<file path="src/source/z80Core_macros.svh">
// Widths and encodings are fixed for the 00 opcode quarter; changing DATA_WIDTH is not supported.
`ifndef Z80CORE_MACROS_SVH
`define Z80CORE_MACROS_SVH

`define DATA_WIDTH 8
`define PHASE_WIDTH 2
`define ALU_OP_WIDTH 2

`define ALU_PASS 2'd0
`define ALU_INC 2'd1
`define ALU_DEC 2'd2
`define ALU_CPL 2'd3

// bit positions inside the F register.
`define FLAG_S 7
`define FLAG_Z 6
`define FLAG_C 0

`define REG_F 6
`define REG_A 7

`endif

</file>
<file path="src/source/z80CorePkg.sv">
// Opcode views for the 00 quarter only; both structs overlay the same 8-bit opcode byte.
package z80CorePkg;

    // y/z view, used for single-register operations.
    typedef struct packed {
        logic [1:0] x;
        logic [2:0] y;
        logic [2:0] z;
    } opcodeFieldsT;

    // p/q view, used for register-pair operations.
    typedef struct packed {
        logic [1:0] x;
        logic [1:0] p;
        logic       q;
        logic [2:0] z;
    } opcodePairT;

    typedef union packed {
        opcodeFieldsT fields;
        opcodePairT   pair;
    } opcodeT;

endpackage

</file>
<file path="src/source/aluUnit.sv">
// Only S, Z and C exist; flagsIn is packed as {S, Z, C} and other F bits come out as zero.
`timescale 1ns/1ps
`include "z80Core_macros.svh"

module aluUnit import z80CorePkg::*; (
    input  logic [`ALU_OP_WIDTH-1:0]  aluOp,
    input  logic                      pairOp,
    input  logic [`DATA_WIDTH-1:0]    srcData,
    input  logic [2*`DATA_WIDTH-1:0]  pairData,
    input  logic [2:0]                flagsIn,
    input  opcodeT                    opcode,
    output logic [`DATA_WIDTH-1:0]    result,
    output logic [2*`DATA_WIDTH-1:0]  pairResult,
    output logic [`DATA_WIDTH-1:0]    flagsOut
);

    logic carryOp;
    logic stepOp;

    // x=0, z=7 reaching the ALU with flags enabled is SCF or CCF.
    assign carryOp = !pairOp && (aluOp == `ALU_PASS)
                   && (opcode.fields.x == 2'd0) && (opcode.fields.z == 3'd7);
    assign stepOp = !pairOp && ((aluOp == `ALU_INC) || (aluOp == `ALU_DEC));

    always_comb begin
        case (aluOp)
            `ALU_INC: result = srcData + `DATA_WIDTH'(1);
            `ALU_DEC: result = srcData - `DATA_WIDTH'(1);
            `ALU_CPL: result = ~srcData;
            default: result = srcData;
        endcase
    end

    assign pairResult = !pairOp ? pairData
                      : (aluOp == `ALU_DEC) ? pairData - (2*`DATA_WIDTH)'(1)
                      : pairData + (2*`DATA_WIDTH)'(1);

    always_comb begin
        flagsOut = '0;
        flagsOut[`FLAG_S] = flagsIn[2];
        flagsOut[`FLAG_Z] = flagsIn[1];
        flagsOut[`FLAG_C] = flagsIn[0];
        if (stepOp) begin
            flagsOut[`FLAG_S] = result[`DATA_WIDTH-1];
            flagsOut[`FLAG_Z] = (result == '0);
        end
        if (carryOp) begin
            // opcode bit 3 is clear for SCF and set for CCF.
            flagsOut[`FLAG_C] = opcode.fields.y[0] ? !flagsIn[0] : 1'b1;
        end
    end

endmodule

</file>
<file path="src/source/decodeAccumulatorOps.sv">
// Covers NOP, CPL, SCF and CCF; every other code routed here just ends as unsupported.
`timescale 1ns/1ps
`include "z80Core_macros.svh"

module decodeAccumulatorOps import z80CorePkg::*; (
    input  logic                     enable,
    input  opcodeT                   opcode,
    output logic [`ALU_OP_WIDTH-1:0] aluOp,
    output logic [7:0]               writeReg,
    output logic                     writeFlags,
    output logic                     resetPhase,
    output logic                     unsupported
);

    logic quarterZero;

    assign quarterZero = (opcode.fields.x == 2'd0);

    always_comb begin
        aluOp = `ALU_PASS;
        writeReg = '0;
        writeFlags = 1'b0;
        resetPhase = 1'b0;
        unsupported = 1'b0;
        if (enable) begin
            resetPhase = 1'b1;
            if (quarterZero && (opcode.fields.z == 3'd7) && (opcode.fields.y == 3'd5)) begin
                aluOp = `ALU_CPL;
                writeReg = 8'b0000_0001 << `REG_A;
            end else if (quarterZero && (opcode.fields.z == 3'd7)
                         && (opcode.fields.y[2:1] == 2'b11)) begin
                // SCF and CCF, told apart later by the ALU.
                writeFlags = 1'b1;
            end else if (!(quarterZero && (opcode.fields.z == 3'd0)
                           && (opcode.fields.y == 3'd0))) begin
                unsupported = 1'b1;
            end
        end
    end

endmodule

</file>
<file path="src/source/decodeGroupZero.sv">
// Top decoder of the 00 quarter; all strobes are zero unless execute is high in phase 1.
`timescale 1ns/1ps
`include "z80Core_macros.svh"

module decodeGroupZero import z80CorePkg::*; (
    input  opcodeT                   opcode,
    input  logic [`PHASE_WIDTH-1:0]  phase,
    input  logic                     execute,
    output logic [`ALU_OP_WIDTH-1:0] aluOp,
    output logic                     pairOp,
    output logic [2:0]               srcSel,
    output logic [1:0]               pairSel,
    output logic [7:0]               writeReg,
    output logic                     writeFlags,
    output logic                     loadOperand,
    output logic                     resetPhase,
    output logic                     unsupported
);

    logic active;
    logic zHigh;
    logic zLow;
    logic regEnable;
    logic accEnable;

    logic [`ALU_OP_WIDTH-1:0] regAluOp;
    logic [2:0] regSrcSel;
    logic [7:0] regWriteReg;
    logic regWriteFlags;
    logic regResetPhase;
    logic regUnsupported;

    logic [`ALU_OP_WIDTH-1:0] accAluOp;
    logic [7:0] accWriteReg;
    logic accWriteFlags;
    logic accResetPhase;
    logic accUnsupported;

    assign active = execute && (phase == `PHASE_WIDTH'(1));

    // first split on z[2], then trim z=7 off the upper half and keep only z=3 of the lower.
    assign zHigh = active && opcode.fields.z[2];
    assign zLow = active && !opcode.fields.z[2];
    assign regEnable = (opcode.fields.x == 2'd0)
                     && ((zHigh && (opcode.fields.z[1:0] != 2'b11))
                      || (zLow && (opcode.fields.z[1:0] == 2'b11)));
    assign accEnable = active && !regEnable;

    decodeRegisterOps decodeRegisterOps_inst (
        .enable(regEnable),
        .opcode(opcode),
        .aluOp(regAluOp),
        .pairOp(pairOp),
        .srcSel(regSrcSel),
        .pairSel(pairSel),
        .writeReg(regWriteReg),
        .writeFlags(regWriteFlags),
        .loadOperand(loadOperand),
        .resetPhase(regResetPhase),
        .unsupported(regUnsupported)
    );

    decodeAccumulatorOps decodeAccumulatorOps_inst (
        .enable(accEnable),
        .opcode(opcode),
        .aluOp(accAluOp),
        .writeReg(accWriteReg),
        .writeFlags(accWriteFlags),
        .resetPhase(accResetPhase),
        .unsupported(accUnsupported)
    );

    assign writeReg = regWriteReg | accWriteReg;
    assign writeFlags = regWriteFlags | accWriteFlags;
    assign resetPhase = regResetPhase | accResetPhase;
    assign unsupported = regUnsupported | accUnsupported;

    // accumulator operations always read A.
    assign aluOp = regEnable ? regAluOp : accAluOp;
    assign srcSel = accEnable ? 3'(`REG_A) : regSrcSel;

endmodule

</file>
<file path="src/source/decodeRegisterOps.sv">
// Handles z=3..6 of x=0 only; the (HL) and SP forms end as unsupported without any write.
`timescale 1ns/1ps
`include "z80Core_macros.svh"

module decodeRegisterOps import z80CorePkg::*; (
    input  logic                     enable,
    input  opcodeT                   opcode,
    output logic [`ALU_OP_WIDTH-1:0] aluOp,
    output logic                     pairOp,
    output logic [2:0]               srcSel,
    output logic [1:0]               pairSel,
    output logic [7:0]               writeReg,
    output logic                     writeFlags,
    output logic                     loadOperand,
    output logic                     resetPhase,
    output logic                     unsupported
);

    logic memorySlot;
    logic stackPair;

    assign memorySlot = (opcode.fields.y == 3'd6);
    assign stackPair = (opcode.pair.p == 2'd3);

    // register selects follow the opcode, only the strobes depend on enable.
    assign srcSel = opcode.fields.y;
    assign pairSel = opcode.pair.p;

    always_comb begin
        aluOp = `ALU_PASS;
        pairOp = 1'b0;
        writeReg = '0;
        writeFlags = 1'b0;
        loadOperand = 1'b0;
        resetPhase = 1'b0;
        unsupported = 1'b0;
        if (enable) begin
            resetPhase = 1'b1;
            case (opcode.fields.z)
                3'd3: begin
                    // pair p occupies registers 2p (high) and 2p+1 (low).
                    if (stackPair) begin
                        unsupported = 1'b1;
                    end else begin
                        pairOp = 1'b1;
                        aluOp = opcode.pair.q ? `ALU_DEC : `ALU_INC;
                        writeReg = 8'b0000_0011 << {opcode.pair.p, 1'b0};
                    end
                end
                3'd4, 3'd5: begin
                    if (memorySlot) begin
                        unsupported = 1'b1;
                    end else begin
                        aluOp = opcode.fields.z[0] ? `ALU_DEC : `ALU_INC;
                        writeReg = 8'b0000_0001 << opcode.fields.y;
                        writeFlags = 1'b1;
                    end
                end
                3'd6: begin
                    if (memorySlot) begin
                        unsupported = 1'b1;
                    end else begin
                        loadOperand = 1'b1;
                        writeReg = 8'b0000_0001 << opcode.fields.y;
                    end
                end
                default: begin
                    unsupported = 1'b1;
                end
            endcase
        end
    end

endmodule

</file>
<file path="src/source/instructionSequencer.sv">
// One instruction in flight; bytes are taken only while idle or while LD r,n waits for its operand.
`timescale 1ns/1ps
`include "z80Core_macros.svh"

module instructionSequencer import z80CorePkg::*; (
    input  logic                    clk,
    input  logic                    rstN,
    input  logic                    byteValid,
    input  logic [`DATA_WIDTH-1:0]  byteIn,
    input  logic                    resetPhase,
    output opcodeT                  opcode,
    output logic [`DATA_WIDTH-1:0]  operand,
    output logic [`PHASE_WIDTH-1:0] phase,
    output logic                    execute,
    output logic                    busy
);

    logic needsOperand;
    logic inPhaseOne;
    logic accept;

    assign busy = (phase != '0);
    assign accept = byteValid && !busy;
    assign inPhaseOne = (phase == `PHASE_WIDTH'(1));

    // the LD r,n pattern holds phase 1 until the operand byte shows up.
    assign needsOperand = (opcode.fields.x == 2'd0) && (opcode.fields.z == 3'd6);
    assign execute = inPhaseOne && (!needsOperand || byteValid);

    // the operand is written in the cycle it arrives, so it passes straight through.
    assign operand = byteIn;

    always_ff @(posedge clk or negedge rstN) begin
        if (!rstN) begin
            opcode <= '0;
            phase <= '0;
        end else if (accept) begin
            opcode <= opcodeT'(byteIn);
            phase <= `PHASE_WIDTH'(1);
        end else if (resetPhase) begin
            phase <= '0;
        end
    end

endmodule

</file>
<file path="src/source/registerFile.sv">
// Index 6 holds F instead of (HL); a flag write wins over any byte write to that slot.
`timescale 1ns/1ps
`include "z80Core_macros.svh"

module registerFile (
    input  logic                      clk,
    input  logic                      rstN,
    input  logic [7:0]                writeReg,
    input  logic                      writeFlags,
    input  logic [`DATA_WIDTH-1:0]    writeData,
    input  logic                      pairWrite,
    input  logic [1:0]                pairSel,
    input  logic [2*`DATA_WIDTH-1:0]  pairData,
    input  logic [`DATA_WIDTH-1:0]    flagsData,
    input  logic [2:0]                srcSel,
    input  logic [2:0]                readSel,
    output logic [`DATA_WIDTH-1:0]    srcData,
    output logic [2*`DATA_WIDTH-1:0]  pairOut,
    output logic [`DATA_WIDTH-1:0]    readData,
    output logic [2:0]                flags
);

    logic [`DATA_WIDTH-1:0] regs [8];

    always_ff @(posedge clk or negedge rstN) begin
        if (!rstN) begin
            for (int i = 0; i < 8; i++) begin
                regs[i] <= '0;
            end
        end else begin
            for (int i = 0; i < 8; i++) begin
                if (writeReg[i]) begin
                    // odd indices are the low half of a pair.
                    if (pairWrite) begin
                        regs[i] <= (i % 2 == 1) ? pairData[`DATA_WIDTH-1:0]
                                                : pairData[2*`DATA_WIDTH-1:`DATA_WIDTH];
                    end else begin
                        regs[i] <= writeData;
                    end
                end
            end
            if (writeFlags) begin
                regs[`REG_F] <= flagsData;
            end
        end
    end

    assign srcData = regs[srcSel];
    assign pairOut = {regs[{pairSel, 1'b0}], regs[{pairSel, 1'b1}]};
    assign readData = regs[readSel];
    assign flags = {regs[`REG_F][`FLAG_S], regs[`REG_F][`FLAG_Z], regs[`REG_F][`FLAG_C]};

endmodule

</file>
<file path="src/source/z80Core.sv">
// No handshake beyond busy; bytes offered while busy are dropped unless an operand is due.
`timescale 1ns/1ps
`include "z80Core_macros.svh"

module z80Core import z80CorePkg::*; (
    input  logic                   clk,
    input  logic                   rstN,
    input  logic                   byteValid,
    input  logic [`DATA_WIDTH-1:0] byteIn,
    input  logic [2:0]             readSel,
    output logic [`DATA_WIDTH-1:0] readData,
    output logic [2:0]             flags,
    output logic                   busy,
    output logic                   unsupported
);

    opcodeT opcode;
    logic [`DATA_WIDTH-1:0] operand;
    logic [`PHASE_WIDTH-1:0] phase;
    logic execute;
    logic resetPhase;
    logic [`ALU_OP_WIDTH-1:0] aluOp;
    logic pairOp;
    logic [2:0] srcSel;
    logic [1:0] pairSel;
    logic [7:0] writeReg;
    logic writeFlags;
    logic loadOperand;
    logic [`DATA_WIDTH-1:0] srcData;
    logic [2*`DATA_WIDTH-1:0] pairOut;
    logic [`DATA_WIDTH-1:0] aluResult;
    logic [2*`DATA_WIDTH-1:0] pairResult;
    logic [`DATA_WIDTH-1:0] flagsOut;
    logic [`DATA_WIDTH-1:0] writeData;

    instructionSequencer instructionSequencer_inst (
        .clk(clk), .rstN(rstN), .byteValid(byteValid), .byteIn(byteIn),
        .resetPhase(resetPhase), .opcode(opcode), .operand(operand),
        .phase(phase), .execute(execute), .busy(busy)
    );

    decodeGroupZero decodeGroupZero_inst (
        .opcode(opcode), .phase(phase), .execute(execute), .aluOp(aluOp),
        .pairOp(pairOp), .srcSel(srcSel), .pairSel(pairSel), .writeReg(writeReg),
        .writeFlags(writeFlags), .loadOperand(loadOperand),
        .resetPhase(resetPhase), .unsupported(unsupported)
    );

    aluUnit aluUnit_inst (
        .aluOp(aluOp), .pairOp(pairOp), .srcData(srcData), .pairData(pairOut),
        .flagsIn(flags), .opcode(opcode), .result(aluResult),
        .pairResult(pairResult), .flagsOut(flagsOut)
    );

    // LD r,n writes the operand byte instead of the ALU result.
    assign writeData = loadOperand ? operand : aluResult;

    registerFile registerFile_inst (
        .clk(clk), .rstN(rstN), .writeReg(writeReg), .writeFlags(writeFlags),
        .writeData(writeData), .pairWrite(pairOp), .pairSel(pairSel),
        .pairData(pairResult), .flagsData(flagsOut), .srcSel(srcSel),
        .readSel(readSel), .srcData(srcData), .pairOut(pairOut),
        .readData(readData), .flags(flags)
    );

endmodule

</file>
<file path="config.mk">
export PLATFORM = sky130hd
export DESIGN_NAME = z80Core
export DESIGN_NICKNAME = d
export VERILOG_FILES = /design/src/source/z80CorePkg.sv /design/src/source/aluUnit.sv /design/src/source/decodeAccumulatorOps.sv /design/src/source/decodeGroupZero.sv /design/src/source/decodeRegisterOps.sv /design/src/source/instructionSequencer.sv /design/src/source/registerFile.sv /design/src/source/z80Core.sv
export VERILOG_INCLUDE_DIRS = /design/src /design/src/source
export SDC_FILE = /design/constraint.sdc
export NUM_CORES = 1
export LEC_CHECK = 0
export BUFFER_PORTS_ARGS = -buffer_cell sky130_fd_sc_hd__buf_2
export CORE_MARGIN = 5
export CORE_UTILIZATION = 60
export DETAILED_ROUTE_END_ITERATION = 10
export PLACE_DENSITY = 0.78
export SLEW_MARGIN = 20
export SYNTH_ARGS = -nofsm -noshare
export SYNTH_HDL_FRONTEND = slang
export SYNTH_SLANG_ARGS = --single-unit
</file>
<file path="constraint.sdc">
create_clock -name clk -period 13.5 [get_ports clk]
set_input_delay 1.35 -clock clk [delete_from_list [all_inputs] [get_ports clk]]
set_output_delay 1.35 -clock clk [all_outputs]
set_load 0.02 [all_outputs]
</file>
==> flow_metrics.tcl <==
set metrics [dict create \
    yosysSeqAreaShare 0.303 \
    p_leak_nw 2.94 \
    vias 5201 \
    path_cells "buf_2, o31ai_2, nor2_1, and4_1, a21oi_1, ha_1, buf_4, ha_1, nand3_1, o221ai_1, nor3_1, o31ai_1, a311oi_1, xnor2_1, nor2_1, a211oi_1, a21oi_1" \
    clk_pin_slew_ns 0.07 \
    status "finished clean" \
    powerDensity_nw_per_um2 116 \
    maxSlewViolCount 0 \
    antenna_found_initial 0 \
    cts_tree "built" \
    holdBufCountCts 0 \
    coreArea_sq_um 9770 \
    tightest_slew_ns 1.19 \
    track_usage 0.315 \
    nets 643 \
    synth_edf_count 0 \
    initial_core_util 0.617 \
    cp_slowest_cell "o31ai_1" \
    async_reset_ff_frac 1.00 \
    drv_cap 0 \
    required_ns 13.70 \
    detail_route.wl_per_cell_um 24.4 \
    hpwl_mm 12.9 \
    syn-cell-area_sq_um 6030 \
    p_total_mw 0.747 \
    hp-class "register to register" \
    criticalPathCategory "primary input to register" \
    syn_area_per_cell_sq_um 10.1 \
    clk_latency_ns 0.37 \
    post_cts_resized 0 \
    rows 36 \
    finalWorstSetupSlack_ns 7.84 \
    worst_ir_drop_vdd_mv 0.0931 \
    dieArea_sq_um 12100 \
    relSlewSlack 0.205 \
    syn_to_final_growth_pct 6.75 \
    worstPathMaxFanout 24 \
    post_cts_buffers 0 \
    clock-sinks 73 \
    die_w_um 110 \
    fin_crit_sh 0.419 \
    ys.flop_type "dfrtp_1" \
    ctsLongestPathBuffers 2 \
    cts_buffers 9 \
    grt-ovfl-total 0 \
    path_buf_inv 2 \
    critPathTopFamily "compound AO/OA/AOI/OAI gates" \
    min_period_ns 5.66 \
    via_per_inst 7.02 \
    synthCells 595 \
    grt_pass1_wl_mm 28.0 \
    synth_cell_types 75 \
    crit_arrival_ns 5.86 \
    die_h_um 110 \
    drtAntennaViolNets 0 \
    drtIter0Drc 583 \
    fmax_mhz 177 \
    max_stage_delay_ns 0.56 \
    final_layout_size_suffix_gt1_frac 0.275 \
    drcViolationCount 0 \
    rsz0062_at_grt "false" \
    antenna_cells 0 \
    end_kind "register" \
    nFillCells 805 \
    numPortBuffers 26 \
    htreeDepth 3 \
    syn-num-nets 635 \
    grt_max_degree 74 \
    yosys_warnings 0 \
    ios 27 \
    grt_pass1_vias 4947 \
    pre_cts_ws_ns 7.56 \
    finalHoldViolCount 0 \
    setup_tns_ns 0 \
    drtPass1Iterations 5 \
    final_util 0.658 \
    finalSetupViolCount 0 \
    worst_setup_path_start_kind "primary input" \
    root_buffer "clkbuf_8" \
    wl_mm 18.1 \
    fin_skew_ns 0.0118 \
    synth_seq_cells 73 \
    place_congestion 0.991 \
]
==> layout by cell type, fill, tap and decap left out, drive strengths merged, types with 3 or more instances in the layout <==
cell type,netlist,layout
nand3,12,12
nand2b,5,5
o31ai,6,6
dfrtp,73,73
xor2,7,7
nand2,43,43
or2,4,4
or3,4,4
a21boi,5,5
nor2,40,40
xnor2,7,7
and2,11,11
o21ai,34,34
a31oi,7,7
clkbuf,18,10
o211ai,4,4
nor2b,5,5
buf,15,30
o41ai,4,4
o22ai,3,3
mux4,32,32
a211oi,8,8
mux2,70,70
mux2i,16,16
a221oi,4,4
a2111oi,4,4
nand3b,3,3
a21o,11,11
ha,24,24
a32oi,4,4
a21oi,36,36
clkinv,0,3
inv,22,22
nor3,12,12
o21a,5,5
==> final timing paths <==
check / from / endpoint / slack, ns / depth (start not counted)
worst min register to register: registerFile_inst.regs[11] / registerFile_inst.regs[11] / 0.55 / 1
worst min-delay path: registerFile_inst.regs[11] / registerFile_inst.regs[11] / 0.55 / 1
max in group asynchronous: rstN / instructionSequencer_inst.opcode[4] / 11.71 / 1
worst max register to register: instructionSequencer_inst.opcode[0] / registerFile_inst.regs[31] / 7.99 / 16
min in group asynchronous: rstN / registerFile_inst.flags[1] / 1.10 / 1
worst max-delay path: byteValid / registerFile_inst.regs[31] / 7.84 / 17
==> state kept, by name, indices dropped and copies added (netlist names) <==
name,count
instructionSequencer_inst.opcode,8
instructionSequencer_inst.phase,1
registerFile_inst.flags,3
registerFile_inst.regs,61
==> cells in the mapped netlist (all sizes together) (4+ instances only) <==
library cell | count | share of area
dfrtp | 73 | 0.30
mux2 | 70 | 0.13
nand2 | 43 | 0.027
nor2 | 40 | 0.025
a21oi | 36 | 0.032
o21ai | 34 | 0.029
mux4 | 32 | 0.12
ha | 24 | 0.050
inv | 22 | 0.014
clkbuf | 18 | 0.011
mux2i | 16 | 0.027
buf | 15 | 0.013
nand3 | 12 | 0.010
nor3 | 12 | 0.011
a21o | 11 | 0.014
and2 | 11 | 0.011
a211oi | 8 | 0.011
a31oi | 7 | 0.0073
xnor2 | 7 | 0.010
xor2 | 7 | 0.010
o31ai | 6 | 0.0083
a21boi | 5 | 0.0062
nand2b | 5 | 0.0052
nor2b | 5 | 0.0052
o21a | 5 | 0.0062
a2111oi | 4 | 0.0069
a221oi | 4 | 0.0058
a32oi | 4 | 0.0058
o211ai | 4 | 0.0050
o41ai | 4 | 0.0058
or2 | 4 | 0.0042
or3 | 4 | 0.0050
==> kinds of logic (layout without fill, tap and decap cells) <==
group | count (synthesis) | in the layout | share of synthesized area
buf+inv | 55 | 68 | 0.0382
compound gates | 158 | 158 | 0.182
simple gates | 151 | 151 | 0.122
xor+xnor | 14 | 14 | 0.0203
flops | 73 | 73 | 0.303
fa+ha+maj | 26 | 26 | 0.0565
mux | 118 | 118 | 0.277
==> stage by stage <==
step           cells  hold slack (ns)  area, sq um
6_report         741            0.546         6430
3_5_place_dp     725            0.516         6220
3_3_place_gp     725            0.502         6220
5_1_grt          741            0.561         6430
4_1_cts          741            0.543         6430
2_1_floorplan    595            0.465         6030
==> metal layers <==
metal | share of wire | global-route usage | wire length, um | vias up
met3 | 0.12 | 0.0868 | 2080 | 83
met5 | 0 | 0 | 0 | -
met1 | 0.40 | 0.432 | 7190 | 2495
met2 | 0.43 | 0.457 | 7740 | 351
li1 | - | - | - | 2272
met4 | 0.060 | 0.162 | 1080 | 0
==> cell type report <==
cell class / instances / area (sq um) / share of cell area
clock inverter: 6 / 82.6 / 0.0128
multi-input combinational: 467 / 3980 / 0.619
tap: 133 / 166 / 0.0259
inverter: 22 / 82.6 / 0.0128
clock buffer: 10 / 128 / 0.0198
timing repair buffer: 30 / 163 / 0.0253
sequential: 73 / 1830 / 0.284
==> power by group <==
part | total [mW] | switching [mW] | internal (mW)
sequential | 0.285 | 0.0345 | 0.250
combinational | 0.278 | 0.158 | 0.120
clock | 0.184 | 0.0815 | 0.103
(Power assumes the default switching activity.)
